`src/hw/render_pkg.sv`:
```
`default_nettype none

package render_pkg;

	// Font geometry
	localparam int FONT_W      = 8;
	localparam int FONT_H      = 8;
	localparam int FONT_LINE_W = 3;

	// Data widths
	localparam int CHAR_W     = 8;
	localparam int COLOR_W    = 3;
	localparam int PIX_SIZE_W = 3;

	// Counter and text memory address widths
	localparam int POS_W      = 11;
	localparam int COL_ADDR_W = 6;
	localparam int ROW_ADDR_W = 5;

	localparam logic [COLOR_W-1:0] C_BLACK = 3'b000;

endpackage

`default_nettype wire

```
`src/hw/scan_counter.sv`:
```
`default_nettype none

module scan_counter #(
	parameter int H_ACTIVE  = 640,
	parameter int H_FRONT   = 16,
	parameter int H_SYNC    = 96,
	parameter int H_BACK    = 48,
	parameter int V_ACTIVE  = 480,
	parameter int V_FRONT   = 10,
	parameter int V_SYNC    = 2,
	parameter int V_BACK    = 33,
	parameter int TEXT_COLS = 64,
	parameter int TEXT_ROWS = 32
) (
	input  logic                                                      clk,
	input  logic                                                      rst_n,
	input  logic [render_pkg::PIX_SIZE_W-1:0]                         pix_w,
	input  logic [render_pkg::PIX_SIZE_W-1:0]                         pix_h,
	input  logic [render_pkg::ROW_ADDR_W-1:0]                         selected_row,
	output logic [render_pkg::COL_ADDR_W+render_pkg::ROW_ADDR_W-1:0] text_addr,
	output logic                                                      active,
	output logic                                                      in_grid,
	output logic                                                      selected,
	output logic                                                      spacing,
	output logic [$clog2(render_pkg::FONT_W+1)-1:0]                   font_col,
	output logic [render_pkg::FONT_LINE_W-1:0]                        font_line,
	output logic                                                      hsync,
	output logic                                                      vsync
);
	import render_pkg::*;

	localparam int H_TOTAL  = H_ACTIVE + H_FRONT + H_SYNC + H_BACK;
	localparam int V_TOTAL  = V_ACTIVE + V_FRONT + V_SYNC + V_BACK;
	localparam int HS_START = H_ACTIVE + H_FRONT;
	localparam int VS_START = V_ACTIVE + V_FRONT;
	localparam int FCOL_W   = $clog2(FONT_W + 1);
	localparam int FLINE_W  = $clog2(FONT_H + 1);

	logic [POS_W-1:0]      h_pos;
	logic [POS_W-1:0]      v_pos;
	logic [PIX_SIZE_W-1:0] h_sub;
	logic [PIX_SIZE_W-1:0] v_sub;
	logic [FCOL_W-1:0]     h_font;
	logic [FLINE_W-1:0]    v_font;
	logic [POS_W-1:0]      h_cell;
	logic [POS_W-1:0]      v_cell;
	logic [PIX_SIZE_W-1:0] pix_w_q;
	logic [PIX_SIZE_W-1:0] pix_h_q;
	logic                  line_end;
	logic                  frame_end;

	assign line_end  = (h_pos == POS_W'(H_TOTAL - 1));
	assign frame_end = line_end && (v_pos == POS_W'(V_TOTAL - 1));

	// Scale is frozen for a whole frame
	always_ff @(posedge clk or negedge rst_n) begin
		if (!rst_n) begin
			pix_w_q <= PIX_SIZE_W'(1);
			pix_h_q <= PIX_SIZE_W'(1);
		end else if (frame_end) begin
			pix_w_q <= pix_w;
			pix_h_q <= pix_h;
		end
	end

	// Horizontal position, sub-pixel, font column, cell column
	always_ff @(posedge clk or negedge rst_n) begin
		if (!rst_n) begin
			h_pos  <= '0;
			h_sub  <= '0;
			h_font <= '0;
			h_cell <= '0;
		end else if (line_end) begin
			h_pos  <= '0;
			h_sub  <= '0;
			h_font <= '0;
			h_cell <= '0;
		end else begin
			h_pos <= h_pos + 1'b1;
			if (h_sub == pix_w_q - 1'b1) begin
				h_sub <= '0;
				// Glyph columns plus one spacing column
				if (h_font == FCOL_W'(FONT_W)) begin
					h_font <= '0;
					h_cell <= h_cell + 1'b1;
				end else begin
					h_font <= h_font + 1'b1;
				end
			end else begin
				h_sub <= h_sub + 1'b1;
			end
		end
	end

	// Vertical set steps once per line
	always_ff @(posedge clk or negedge rst_n) begin
		if (!rst_n) begin
			v_pos  <= '0;
			v_sub  <= '0;
			v_font <= '0;
			v_cell <= '0;
		end else if (frame_end) begin
			v_pos  <= '0;
			v_sub  <= '0;
			v_font <= '0;
			v_cell <= '0;
		end else if (line_end) begin
			v_pos <= v_pos + 1'b1;
			if (v_sub == pix_h_q - 1'b1) begin
				v_sub <= '0;
				if (v_font == FLINE_W'(FONT_H)) begin
					v_font <= '0;
					v_cell <= v_cell + 1'b1;
				end else begin
					v_font <= v_font + 1'b1;
				end
			end else begin
				v_sub <= v_sub + 1'b1;
			end
		end
	end

	assign active   = (h_pos < POS_W'(H_ACTIVE)) && (v_pos < POS_W'(V_ACTIVE));
	assign hsync    = (h_pos >= POS_W'(HS_START)) && (h_pos < POS_W'(HS_START + H_SYNC));
	assign vsync    = (v_pos >= POS_W'(VS_START)) && (v_pos < POS_W'(VS_START + V_SYNC));
	assign in_grid  = (h_cell < POS_W'(TEXT_COLS)) && (v_cell < POS_W'(TEXT_ROWS));
	assign selected = (v_cell == POS_W'(selected_row));
	assign spacing  = (h_font == FCOL_W'(FONT_W)) || (v_font == FLINE_W'(FONT_H));

	assign font_col  = h_font;
	assign font_line = v_font[FONT_LINE_W-1:0];

	// Row in the upper bits, column in the lower
	assign text_addr = {v_cell[ROW_ADDR_W-1:0], h_cell[COL_ADDR_W-1:0]};

	a_scale_nonzero: assert property (@(posedge clk) disable iff (!rst_n)
		frame_end |-> (pix_w != '0) && (pix_h != '0));

	a_hsync_width: assert property (@(posedge clk) disable iff (!rst_n)
		$rose(hsync) |-> hsync [*H_SYNC] ##1 !hsync);

endmodule

`default_nettype wire

```
`src/hw/attr_delay.sv`:
```
`default_nettype none

module attr_delay (
	input  logic                                    clk,
	input  logic                                    rst_n,
	input  logic                                    active,
	input  logic                                    in_grid,
	input  logic                                    selected,
	input  logic                                    spacing,
	input  logic [$clog2(render_pkg::FONT_W+1)-1:0] font_col,
	input  logic [render_pkg::FONT_LINE_W-1:0]      font_line,
	input  logic                                    hsync,
	input  logic                                    vsync,
	output logic [render_pkg::FONT_LINE_W-1:0]      font_line_d1,
	output logic                                    active_d2,
	output logic                                    in_grid_d2,
	output logic                                    selected_d2,
	output logic                                    spacing_d2,
	output logic [$clog2(render_pkg::FONT_W+1)-1:0] font_col_d2,
	output logic                                    hsync_d2,
	output logic                                    vsync_d2
);
	import render_pkg::*;

	localparam int FCOL_W = $clog2(FONT_W + 1);

	logic              active_d1;
	logic              in_grid_d1;
	logic              selected_d1;
	logic              spacing_d1;
	logic [FCOL_W-1:0] font_col_d1;
	logic              hsync_d1;
	logic              vsync_d1;

	// Stage 1 lines up with the text memory read
	always_ff @(posedge clk or negedge rst_n) begin
		if (!rst_n) begin
			active_d1    <= 1'b0;
			in_grid_d1   <= 1'b0;
			selected_d1  <= 1'b0;
			spacing_d1   <= 1'b0;
			font_col_d1  <= '0;
			font_line_d1 <= '0;
			hsync_d1     <= 1'b0;
			vsync_d1     <= 1'b0;
		end else begin
			active_d1    <= active;
			in_grid_d1   <= in_grid;
			selected_d1  <= selected;
			spacing_d1   <= spacing;
			font_col_d1  <= font_col;
			font_line_d1 <= font_line;
			hsync_d1     <= hsync;
			vsync_d1     <= vsync;
		end
	end

	// Stage 2 lines up with the font memory read
	always_ff @(posedge clk or negedge rst_n) begin
		if (!rst_n) begin
			active_d2   <= 1'b0;
			in_grid_d2  <= 1'b0;
			selected_d2 <= 1'b0;
			spacing_d2  <= 1'b0;
			font_col_d2 <= '0;
			hsync_d2    <= 1'b0;
			vsync_d2    <= 1'b0;
		end else begin
			active_d2   <= active_d1;
			in_grid_d2  <= in_grid_d1;
			selected_d2 <= selected_d1;
			spacing_d2  <= spacing_d1;
			font_col_d2 <= font_col_d1;
			hsync_d2    <= hsync_d1;
			vsync_d2    <= vsync_d1;
		end
	end

endmodule

`default_nettype wire

```
`src/hw/pixel_shader.sv`:
```
`default_nettype none

module pixel_shader (
	input  logic                                                clk,
	input  logic                                                rst_n,
	input  logic [render_pkg::CHAR_W-1:0]                       text_q,
	input  logic [render_pkg::FONT_W-1:0]                       font_q,
	input  logic [render_pkg::FONT_LINE_W-1:0]                  font_line_d1,
	input  logic                                                active_d2,
	input  logic                                                in_grid_d2,
	input  logic                                                selected_d2,
	input  logic                                                spacing_d2,
	input  logic [$clog2(render_pkg::FONT_W+1)-1:0]             font_col_d2,
	input  logic                                                hsync_d2,
	input  logic                                                vsync_d2,
	input  logic [render_pkg::COLOR_W-1:0]                      fg,
	input  logic [render_pkg::COLOR_W-1:0]                      bg,
	input  logic [render_pkg::COLOR_W-1:0]                      sel_fg,
	input  logic [render_pkg::COLOR_W-1:0]                      sel_bg,
	output logic [render_pkg::CHAR_W+render_pkg::FONT_LINE_W-1:0] font_addr,
	output logic [render_pkg::COLOR_W-1:0]                      rgb,
	output logic                                                hsync_out,
	output logic                                                vsync_out
);
	import render_pkg::*;

	localparam int ADDR_W = CHAR_W + FONT_LINE_W;
	localparam int BIT_W  = $clog2(FONT_W);

	logic [BIT_W-1:0]   bit_sel;
	logic               glyph_on;
	logic               use_sel;
	logic [COLOR_W-1:0] pix_color;

	// One glyph row per font address
	assign font_addr = ADDR_W'(text_q) * ADDR_W'(FONT_H) + ADDR_W'(font_line_d1);

	// Leftmost pixel is the MSB of the row
	assign bit_sel  = BIT_W'(FONT_W - 1) - font_col_d2[BIT_W-1:0];
	assign glyph_on = in_grid_d2 && !spacing_d2 && font_q[bit_sel];

	// Selection only colours cells inside the grid
	assign use_sel = selected_d2 && in_grid_d2;

	always_comb begin
		if (!active_d2) begin
			pix_color = C_BLACK;
		end else if (glyph_on) begin
			pix_color = use_sel ? sel_fg : fg;
		end else begin
			pix_color = use_sel ? sel_bg : bg;
		end
	end

	always_ff @(posedge clk or negedge rst_n) begin
		if (!rst_n) begin
			rgb       <= C_BLACK;
			hsync_out <= 1'b0;
			vsync_out <= 1'b0;
		end else begin
			rgb       <= pix_color;
			hsync_out <= hsync_d2;
			vsync_out <= vsync_d2;
		end
	end

	// Sync pulses lie in blanking so the pins go out black with them
	a_blank_black: assert property (@(posedge clk) disable iff (!rst_n)
		(hsync_d2 || vsync_d2) |=> (rgb == C_BLACK));

endmodule

`default_nettype wire

```
`src/hw/text_renderer.sv`:
```
`default_nettype none

module text_renderer #(
	parameter int H_ACTIVE  = 640,
	parameter int H_FRONT   = 16,
	parameter int H_SYNC    = 96,
	parameter int H_BACK    = 48,
	parameter int V_ACTIVE  = 480,
	parameter int V_FRONT   = 10,
	parameter int V_SYNC    = 2,
	parameter int V_BACK    = 33,
	parameter int TEXT_COLS = 64,
	parameter int TEXT_ROWS = 32
) (
	input  logic                                                      clk,
	input  logic                                                      rst_n,
	output logic [render_pkg::COL_ADDR_W+render_pkg::ROW_ADDR_W-1:0] text_addr,
	input  logic [render_pkg::CHAR_W-1:0]                             text_q,
	output logic [render_pkg::CHAR_W+render_pkg::FONT_LINE_W-1:0]    font_addr,
	input  logic [render_pkg::FONT_W-1:0]                             font_q,
	input  logic [render_pkg::PIX_SIZE_W-1:0]                         pix_w,
	input  logic [render_pkg::PIX_SIZE_W-1:0]                         pix_h,
	input  logic [render_pkg::ROW_ADDR_W-1:0]                         selected_row,
	input  logic [render_pkg::COLOR_W-1:0]                            fg,
	input  logic [render_pkg::COLOR_W-1:0]                            bg,
	input  logic [render_pkg::COLOR_W-1:0]                            sel_fg,
	input  logic [render_pkg::COLOR_W-1:0]                            sel_bg,
	output logic [render_pkg::COLOR_W-1:0]                            RGB,
	output logic                                                      HSYNC,
	output logic                                                      VSYNC
);
	import render_pkg::*;

	localparam int FCOL_W = $clog2(FONT_W + 1);

	// Attributes of the scan position at address issue
	logic                   active;
	logic                   in_grid;
	logic                   selected;
	logic                   spacing;
	logic [FCOL_W-1:0]      font_col;
	logic [FONT_LINE_W-1:0] font_line;
	logic                   hsync;
	logic                   vsync;

	// Delayed copies
	logic [FONT_LINE_W-1:0] font_line_d1;
	logic                   active_d2;
	logic                   in_grid_d2;
	logic                   selected_d2;
	logic                   spacing_d2;
	logic [FCOL_W-1:0]      font_col_d2;
	logic                   hsync_d2;
	logic                   vsync_d2;

	scan_counter #(
		.H_ACTIVE(H_ACTIVE), .H_FRONT(H_FRONT), .H_SYNC(H_SYNC), .H_BACK(H_BACK),
		.V_ACTIVE(V_ACTIVE), .V_FRONT(V_FRONT), .V_SYNC(V_SYNC), .V_BACK(V_BACK),
		.TEXT_COLS(TEXT_COLS), .TEXT_ROWS(TEXT_ROWS)
	) u_scan (
		.clk(clk), .rst_n(rst_n), .pix_w(pix_w), .pix_h(pix_h),
		.selected_row(selected_row), .text_addr(text_addr),
		.active(active), .in_grid(in_grid), .selected(selected), .spacing(spacing),
		.font_col(font_col), .font_line(font_line), .hsync(hsync), .vsync(vsync)
	);

	attr_delay u_delay (
		.clk(clk), .rst_n(rst_n),
		.active(active), .in_grid(in_grid), .selected(selected), .spacing(spacing),
		.font_col(font_col), .font_line(font_line), .hsync(hsync), .vsync(vsync),
		.font_line_d1(font_line_d1), .active_d2(active_d2), .in_grid_d2(in_grid_d2),
		.selected_d2(selected_d2), .spacing_d2(spacing_d2), .font_col_d2(font_col_d2),
		.hsync_d2(hsync_d2), .vsync_d2(vsync_d2)
	);

	pixel_shader u_shader (
		.clk(clk), .rst_n(rst_n), .text_q(text_q), .font_q(font_q),
		.font_line_d1(font_line_d1), .active_d2(active_d2), .in_grid_d2(in_grid_d2),
		.selected_d2(selected_d2), .spacing_d2(spacing_d2), .font_col_d2(font_col_d2),
		.hsync_d2(hsync_d2), .vsync_d2(vsync_d2),
		.fg(fg), .bg(bg), .sel_fg(sel_fg), .sel_bg(sel_bg),
		.font_addr(font_addr), .rgb(RGB), .hsync_out(HSYNC), .vsync_out(VSYNC)
	);

endmodule

`default_nettype wire

```
`config.mk`:
```
export PLATFORM = sky130hd
export DESIGN_NAME = text_renderer
export DESIGN_NICKNAME = d
export VERILOG_FILES = /design/src/hw/render_pkg.sv /design/src/hw/scan_counter.sv /design/src/hw/attr_delay.sv /design/src/hw/pixel_shader.sv /design/src/hw/text_renderer.sv
export SDC_FILE = /design/constraint.sdc
export NUM_CORES = 1
export LEC_CHECK = 0
export BUFFER_PORTS_ARGS = -buffer_cell sky130_fd_sc_hd__buf_4
export CORE_ASPECT_RATIO = 1.2
export CORE_UTILIZATION = 57
export DETAILED_ROUTE_END_ITERATION = 7
export PLACE_DENSITY = 0.8
export SLEW_MARGIN = 20
export SYNTH_ARGS = -nofsm -noshare
export SYNTH_HDL_FRONTEND = slang
export SYNTH_SLANG_ARGS = --single-unit
```
`constraint.sdc`:
```
create_clock -name clk -period 2.9 [get_ports clk]
set_clock_uncertainty 0.15 [all_clocks]
set_input_delay 0.145 -clock clk [delete_from_list [all_inputs] [get_ports clk]]
set_output_delay 0.145 -clock clk [all_outputs]
set_load 0.03 [all_outputs]
```
Yosys cells after proc, flatten, opt, wreduce, memory -nomap -nowiden
Cells that the tools add are included.
{"block": "word_totals", "ff_bits": 90, "out_inout_bits": 27, "wordCells": 102}
{"block": "op_classes", "addsub": 12, "magnitude_cmp": 9, "eq_ne": 7, "muxes": 28, "n_reduce_logical": 18}
{"op": "11-bit two-way mux", "n": 10}
{"op": "11-bit by 1-bit adder with 11-bit output (second input constant)", "n": 4}
{"op": "4-bit two-way mux", "n": 7}
{"op": "3-bit two-way mux", "n": 9}
{"op": "11-bit by 10-bit == test with 1-bit output (second input constant)", "n": 2}
{"op": "11-bit by 10-bit less-than comparator with 1-bit output (second input constant)", "n": 2}
{"op": "11-bit by 9-bit less-than comparator with 1-bit output (second input constant)", "n": 2}
{"op": "11-bit by 3-bit adder with 11-bit output", "n": 1}
{"op": "11-bit by 5-bit == test with 1-bit output", "n": 1}
{"op": "11-bit by 10-bit >= comparator with 1-bit output (second input constant)", "n": 1}
{"op": "11-bit by 9-bit >= comparator with 1-bit output (second input constant)", "n": 1}
{"op": "11-bit by 6-bit less-than comparator with 1-bit output (second input constant)", "n": 1}
{"op": "11-bit by 7-bit less-than comparator with 1-bit output (second input constant)", "n": 1}
{"op": "2-bit nonzero test", "n": 5}
{"op": "4-bit by 1-bit adder with 4-bit output (second input constant)", "n": 2}
{"op": "4-bit == test (second input constant)", "n": 2}
{"op": "1-bit logical AND", "n": 8}
{"op": "3-bit by 1-bit adder with 3-bit output (second input constant)", "n": 2}
{"op": "3-bit == test", "n": 2}
{"op": "3-bit by 1-bit subtractor with 3-bit output (second input constant)", "n": 2}
{"op": "3-bit by 4-bit less-than comparator with 1-bit output (second input constant)", "n": 1}
{"op": "2-bit AND reduction", "n": 2}
{"op": "1-bit binary-select mux with 3-bit select", "n": 1}
{"op": "3-bit AND reduction", "n": 1}
{"op": "other kinds (4)", "n": 4}

Logic depth before layout (Yosys ltp)
Gate-level depths: netlist (run 1).
{"block": "depth", "ltp_word": 6, "mapped_depth": 8, "ltp_nobuf": 7}

Cells and area by module
Synthesis (run 1) repeated with hierarchy kept, for this count alone.
{"block": "unflattened", "cells_unflattened": 447, "hier_area_um2": 4611.9}
{"module": "scan_counter", "instances": 1, "cells_per_inst": 380, "area_per_inst_um2": 3617.2}
{"module": "attr_delay", "instances": 1, "cells_per_inst": 23, "area_per_inst_um2": 575.6}
{"module": "pixel_shader", "instances": 1, "cells_per_inst": 44, "area_per_inst_um2": 419.2}

Least setup slack after synthesis (run 1)
OpenSTA, ideal clock, no wires.
{"block": "synth_path", "path_type": "register to register", "from": "reg u_scan.pix_h_q[0]", "to": "reg u_scan.v_cell[10]", "t_arrival_ns": 2.185, "required_time_ns": 2.670, "path_slack_ns": 0.485, "stages_incl_launch_ff": 8, "n_path_buf": 0, "cell_sequence": "dfstp_2 > inv_1 > ha_1 > xor3_2 > nor3_4 > nand2_2 > or4_1 > o211ai_2"}
{"block": "synth_via", "elab_chain_len": 4}
{"element": "start, declared", "line_no": "scan_counter.sv:48", "rtl": "logic [PIX_SIZE_W-1:0] pix_h_q;"}
{"element": "start signal, assigned", "line_no": "scan_counter.sv:62", "rtl": "pix_h_q <= pix_h;"}
{"element": "3-bit by 1-bit subtractor with 3-bit output", "line_no": "scan_counter.sv:109", "rtl": "if (v_sub == pix_h_q - 1'b1) begin"}
{"element": "3-bit == test", "line_no": "scan_counter.sv:109"}
{"element": "2-bit nonzero test (no line)"}
{"element": "3-bit AND reduction (no line)"}
{"element": "end signal, assigned", "line_no": "scan_counter.sv:113", "rtl": "v_cell <= v_cell + 1'b1;"}
{"element": "end, declared", "line_no": "scan_counter.sv:46", "rtl": "logic [POS_W-1:0] v_cell;"}
No other way between the ends.
A chain may end at the register's enable or synchronous reset.

Final worst setup path (run 1)
{"block": "layout_path", "from": "reg u_scan.pix_h_q[0]", "to": "reg u_scan.v_cell[7]"}
The elaborated chain is that of the path after synthesis.

==> flow_summary.toml, run 1 <==
[status]
status = "finished, final reports clean"

[drt]
firstDrtPassIters = 5
final_antenna_net_count = 0
num_vias = 3401
drt_iter0_markers = 149
routedWlPerCell_um = 15.0
via_per_inst = 5.78
drc_errors = 0
finalWirelength_um = 8850

[worst_setup_path]
cp-end-kind = "register"
start_kind = "register"
crit_path_frequent_cell = "nand3_1"
cpPeakStageDelay_ns = 0.55
cp_slowest_cell = "dfstp_2"
path_cells = "inv_1 -> ha_1 -> xor3_2 -> nor4_4 -> nand3_1 -> or4_1 -> nand3_1"
critPathArrivalTime_ns = 2.69
required_ns = 3.05
path_max_fanout = 6
timing.critical_path.buf_inv = 1
crit_family = "simple AND/OR/NAND/NOR gates"
crit_type = "reg2reg"

[worst_hold_path]
min_path_type = "in2reg"

[cts]
cts-root-buf = "clkbuf_8"
cts_inserted_buffers = 9
cts.sinks = 90
clk_pin_slew_worst_paths_ns = 0.09
cts_resized = 0
cts_max_level = 3
cts_tree = "yes"
insertion_delay_ns = 0.36
clk_path_buf_depth = 2

[global_routing]
overflow = 0
antenna_found_initial = 0
grt_pass1_vias = 3395
grt_pass1_wl_um = 15100
grt_usage_pct = 24.4
grt_max_degree = 53

[synthesis]
async_reset_ff_share_pct = 100
netlist_instances = 442
synth_area_per_cell_sq_um = 10.1
synth_cell_type_count = 54
ys_ff_latch = 90
ys_seq_area_share_pct = 50.6
synth_top_cell_area_share_pct = 49.4
netlist_area_sq_um = 4460
ys_top_cells_by_area = "dfrtp_1, nand2_1, ha_1"
ys_warn_count = 0
synth_top_cell_by_area = "dfrtp_1"
synthesis.nets = 496
synth_edf_count = 0
synth_ff_type = "dfrtp_1"

[timing]
period_minus_slack_ns = 2.55
max_freq_mhz = 393
slew-limit-headroom_pct = 56.3
hold_viol_final = 0
fin_crit_sh_pct = 87.8
worst_pin_slew_ns = 0.655
timing.setup.tns_ns = 0
rsz0062_at_grt = "no"
drv_slew = 0
setup_viol = 0

[floorplan]
io_pins = 68
core_area_sq_um = 7400
die_x_um = 82.7
num_rows = 34
die_y_um = 98.9
dieArea_sq_um = 8180
initial_core_util_pct = 60.2

[layout]
n_fill_cell = 542
ff_latch_area_sq_um = 2250
final_layout_size_suffix_gt1_share_pct = 18.3
syn2layout_area_growth_pct = 16.2
nNetsFinal = 547
antenna_cells = 0
multiInputGateArea_sq_um = 1950

[pwr]
power-per-cell-area_nw_per_um2 = 431
total_power_uw = 2230
ir_worst_vdd_mv = 0.365
leakage_uw = 0.00244

[place]
io_buffers = 51
gp_congestion = 0.861
place_hpwl_um = 5990

[flow_run]
cap_violations = 0
## power by group
| group | internal, uW | total (uW) | switching (uW) |
|---|---|---|---|
| Sequential | 1260 | 1260 | 1.11 |
| Clock | 409 | 867 | 458 |
| Combinational | 56.8 | 106 | 48.8 |
| Total | 1720 | 2230 | 507 |
## Yosys cell counts (3+ instances only)
master and n:
or3_1 4, buf_2 3, and3_1 6, xnor2_1 14
ha_1 13, or4_1 5, nor3_1 7, nor2_1 36
dfrtp_1 88, mux2i_1 4, nand3_1 21, mux2_2 5
nand2_1 53, a31oi_1 4, o21ai_1 17, a21oi_1 15
clkbuf_1 9, inv_1 18, o211a_1 3, nor4_1 5
buf_4 19, xor2_1 16, o21ai_0 15, o311ai_1 3
o31ai_1 7, nand4_1 17
## final cells by class
cell class	instances	area share, %
Sequential cell	90	43.5
Timing Repair Buffer	72	11.4
Inverter	18	1.30
Tap cell	90	2.17
Clock buffer	10	2.46
Multi-Input combinational cell	302	37.7
Clock inverter	6	1.40
## flip-flops by register name, indices dropped and copies added, names as in the netlist, 3 cells and up
name,flops
u_delay.font_col_d1,3
u_delay.font_col_d2,3
u_delay.font_line_d1,3
u_scan.font_col,4
u_scan.h_cell,11
u_scan.h_pos,11
u_scan.h_sub,3
u_scan.pix_h_q,3
u_scan.pix_w_q,3
u_scan.v_cell,11
u_scan.v_font,4
u_scan.v_pos,11
u_scan.v_sub,3
u_shader.rgb,3
## metrics by stage
step / area, sq um / utilization (%) / hold WS, ns / cells / worst slack (ns)
final: 5180 / 70.0 / 0.0107 / 588 / 0.354
after global routing: 5180 / 70.0 / 0.00667 / 588 / 0.212
after CTS: 5180 / 70.0 / 0.00130 / 588 / 0.361
after detailed placement: 4830 / 65.2 / 0.0666 / 557 / 0.388
after global placement: 4830 / 65.2 / 0.0636 / 557 / 0.464
after floorplan: 4460 / - / -0.301 / 442 / 0.485
## metal layers
layer  track usage (%)  wire (um)  vias to the layer above  share of wire [%]
met5                 0          0                        -                  0
met4              10.9        120                        0                1.4
met3              6.11        457                       11                5.2
met2              40.0       4480                       89                 51
met1              29.8       3780                     1661                 43
li1                  -          -                     1640                  -
## placed cells by master, fill, tap and decap left out, types with 16 or more instances in the layout
master / netlist / layout
nor2_1: 36 / 36
dfrtp_1: 88 / 88
buf_4: 19 / 56
xor2_1: 16 / 16
nand3_1: 21 / 21
o21ai_1: 17 / 17
nand4_1: 17 / 17
inv_1: 18 / 18
nand2_1: 53 / 53
## worst register-to-register path: cells and delay by family (launching register included)
family,cells,cell delay [ns]
fa+ha+maj,1,0.19
xor+xnor,1,0.44
buf+inv,1,0.06
simple gates,4,1.10
flops,1,0.55
## worst paths after layout
check / start / slack (ns) / depth (start not counted) / endpoint
min in group asynchronous: rst_n / 0.21 / 2 / u_scan.h_sub[2]
worst min register to register: u_delay.in_grid_d1 / 0.20 / 0 / u_delay.in_grid_d2
worst max-delay path: u_scan.pix_h_q[0] / 0.35 / 7 / u_scan.v_cell[7]
worst min-delay path: sel_bg[0] / 0.01 / 3 / u_shader.rgb[0]
max in group asynchronous: rst_n / 1.75 / 3 / u_scan.v_pos[3]
worst max register to register: u_scan.pix_h_q[0] / 0.35 / 7 / u_scan.v_cell[7]
## cell families (layout without fill, tap and decap cells)
group / count (synthesis) / after routing / share of synthesized area, %
XOR/XNOR: 32 / 32 / 6.99
buffers and inverters: 50 / 106 / 5.90
multiplexers: 9 / 9 / 2.16
adder cells (fa/ha/maj): 13 / 13 / 3.65
flip-flops: 90 / 90 / 50.6
AND/OR/NAND/NOR: 175 / 175 / 20.6
AO/OA/AOI/OAI: 73 / 73 / 10.1
## timing repair
item                       in CTS  in global routing
hold buffers                   15                  0
setup endpoints to repair       0                  0
hold endpoints to repair       59                  0
buffers inserted                0                  0
Power figures use the tool's default switching activity.
==> run 2, diff against run 1 <==
--- a/config.mk
+++ b/config.mk
@@ -11,2 +11,3 @@
 export DETAILED_ROUTE_END_ITERATION = 7
+export HOLD_SLACK_MARGIN = 0.06
 export PLACE_DENSITY = 0.8
==> constraint.sdc (replaced) <==
create_clock -name clk -period 2.9 [get_ports clk]
set_clock_uncertainty 0.15 [all_clocks]
set_input_delay 0 -clock clk [delete_from_list [all_inputs] [get_ports clk]]
set_output_delay 0 -clock clk [all_outputs]
set_load 0.03 [all_outputs]
==> run 2 against run 1 <==
Critical path depth shrank 1. Cell count up 2.6%. Maximum frequency decreased by 5.9%. Die area unchanged. Routed wire length increased by 2.8%. Combinational power is 27% higher. Clock power is 10% higher. Register-to-register slack got worse by 0.16 ns. Flip-flop and latch count is the same. First-iteration DRC count rose by 6.0%. Design area increased by 3.1%. Global-route usage is 0.48 points higher. Critical path type unchanged. Largest power group unchanged.
==> flow_summary.toml, run 2 (same netlist as run 1, synthesis figures left out) <==
[status]
status = "finished, final reports clean"

[layout]
mostFrequentLayoutCells = "dfrtp_1, buf_4, nand2_1"
nNetsFinal = 562
syn2layout_area_growth_pct = 19.8
finalNonFillerCells = 603
layout_commonest_cell = "dfrtp_1"
final_layout_size_suffix_gt1_share_pct = 18.1
antenna_cells = 0
fin_area_sq_um = 5340

[flow_run]
cap_violations = 0

[timing]
period_minus_slack_ns = 2.70
timing.setup.tns_ns = 0
setup_viol = 0
max_freq_mhz = 370
drv_slew = 0
setup_slack_ns = 0.195
slew-limit-headroom_pct = 54.2
rsz0062_at_grt = "no"
fin_crit_sh_pct = 93.3
hold_viol_final = 0
worst_pin_slew_ns = 0.670

[worst_setup_path]
start_kind = "register"
cp-end-kind = "register"
r2r-end = "u_shader.rgb[0]"
startpoint = "u_delay.font_col_d2[1]"
cpPeakStageDelay_ns = 0.55
reg2reg_from = "u_delay.font_col_d2[1]"
critPathArrivalTime_ns = 2.79
crit_family = "compound AO/OA/AOI/OAI gates"
path_max_fanout = 6
timing.critical_path.buf_inv = 1
path_cells = "mux2i_1 -> a311o_1 -> nor4_2 -> o21ai_1 -> o211a_1 -> dlygate4sd3_1"
rr_worst_depth = 6
rrSetupSlack_ns = 0.20
cp_slowest_cell = "nor4_2"
crit_type = "reg2reg"
required_ns = 2.98

[place]
place_ws_ns = 0.416
io_buffers = 51
place_area_sq_um = 4820
place_hpwl_um = 6090
gp_congestion = 0.863
dp_cells = 558

[cts]
cts_inserted_buffers = 9
clk_pin_slew_worst_paths_ns = 0.09
clk_path_buf_depth = 2
insertion_delay_ns = 0.35
cts_setup_buffers = 0
cts_resized = 0
cts-root-buf = "clkbuf_8"
cts_tree = "yes"
cts.sinks = 90
cts_max_level = 3

[drt]
firstDrtPassIters = 4
finalWirelength_um = 9100
routedWlPerCell_um = 15.1
via_per_inst = 5.78
drt_iter0_markers = 158
num_vias = 3487
final_antenna_net_count = 0
drc_errors = 0

[floorplan]
core_area_sq_um = 7400
dieArea_sq_um = 8180
initial_core_util_pct = 60.2
die_y_um = 98.9
io_pins = 68
num_rows = 34
die_x_um = 82.7

[pwr]
ir_worst_vdd_mv = 0.287
swShare_pct = 21.7
power-per-cell-area_nw_per_um2 = 440
p_clk_share_pct = 40.7
leakage_uw = 0.00252
p_seq_share_pct = 53.6
total_power_uw = 2350
netSwitchingPower_uw = 510
p_comb_share_pct = 5.7
internal_power_uw = 1840

[global_routing]
antenna_found_initial = 0
overflow = 0
grt_usage_pct = 24.9
grt_max_degree = 46
grt_pass1_wl_um = 15600
grt_pass1_vias = 3499

[worst_hold_path]
min_path_type = "reg2reg"
holdPathEnd = "u_delay.in_grid_d2"
min-delay-start = "u_delay.in_grid_d1"
whs_path_depth = 0
==> run 2: cell type report <==
cell class / instances / area, sq um
flip-flops and latches: 90 / 2250
fillers: 535 / 2060
multi-input cells: 302 / 1950
repair buffers: 87 / 726
clock buffers: 10 / 138
well taps: 90 / 113
clock inverters: 6 / 87.6
inverters: 18 / 67.6
==> run 2: through the flow <==
| step | utilization (%) | hold slack [ns] |
|---|---|---|
| 6_report | 72.1 | 0.202 |
| 5_1_grt | 72.1 | 0.210 |
| 4_1_cts | 72.1 | 0.204 |
| 3_5_place_dp | 65.2 | -0.150 |
| 3_3_place_gp | 65.2 | -0.150 |
| 2_1_floorplan | - | -0.446 |
==> run 2: power groups by stage <==
stage	registers, uW	clock network (uW)	logic (uW)
CTS	1260	969	135
floorplan	1290	0	35.8
global route	1260	1040	149
global placement	1280	0	88.1
detailed placement	1280	0	90.1
finish	1260	957	135
==> run 2: timing repair <==
| action | 4_1_cts | 5_1_grt |
|---|---|---|
| hold endpoints to repair | 106 | 0 |
| hold buffers | 29 | 0 |
| endpoints found under the setup margin | 0 | 0 |
==> run 2: worst max path at each step <==
stage,end,slack [ns],cells past startpoint
6_report,u_shader.rgb[0],0.20,6
5_1_grt,u_shader.rgb[0],0.05,6
4_1_cts,u_shader.rgb[0],0.27,6
3_5_place_dp,u_scan.v_cell[7],0.42,7
3_3_place_gp,u_scan.v_cell[7],0.46,7
2_1_floorplan,u_scan.v_cell[10],0.48,7
==> run 2: per-layer routing <==
metal | vias to the layer above | track usage, % | share of wire (%)
met5 | - | 0 | 0
met4 | 0 | 11.4 | 2.6
met3 | 26 | 5.65 | 5.4
met2 | 109 | 39.9 | 50
met1 | 1683 | 31.5 | 42
li1 | 1669 | - | -
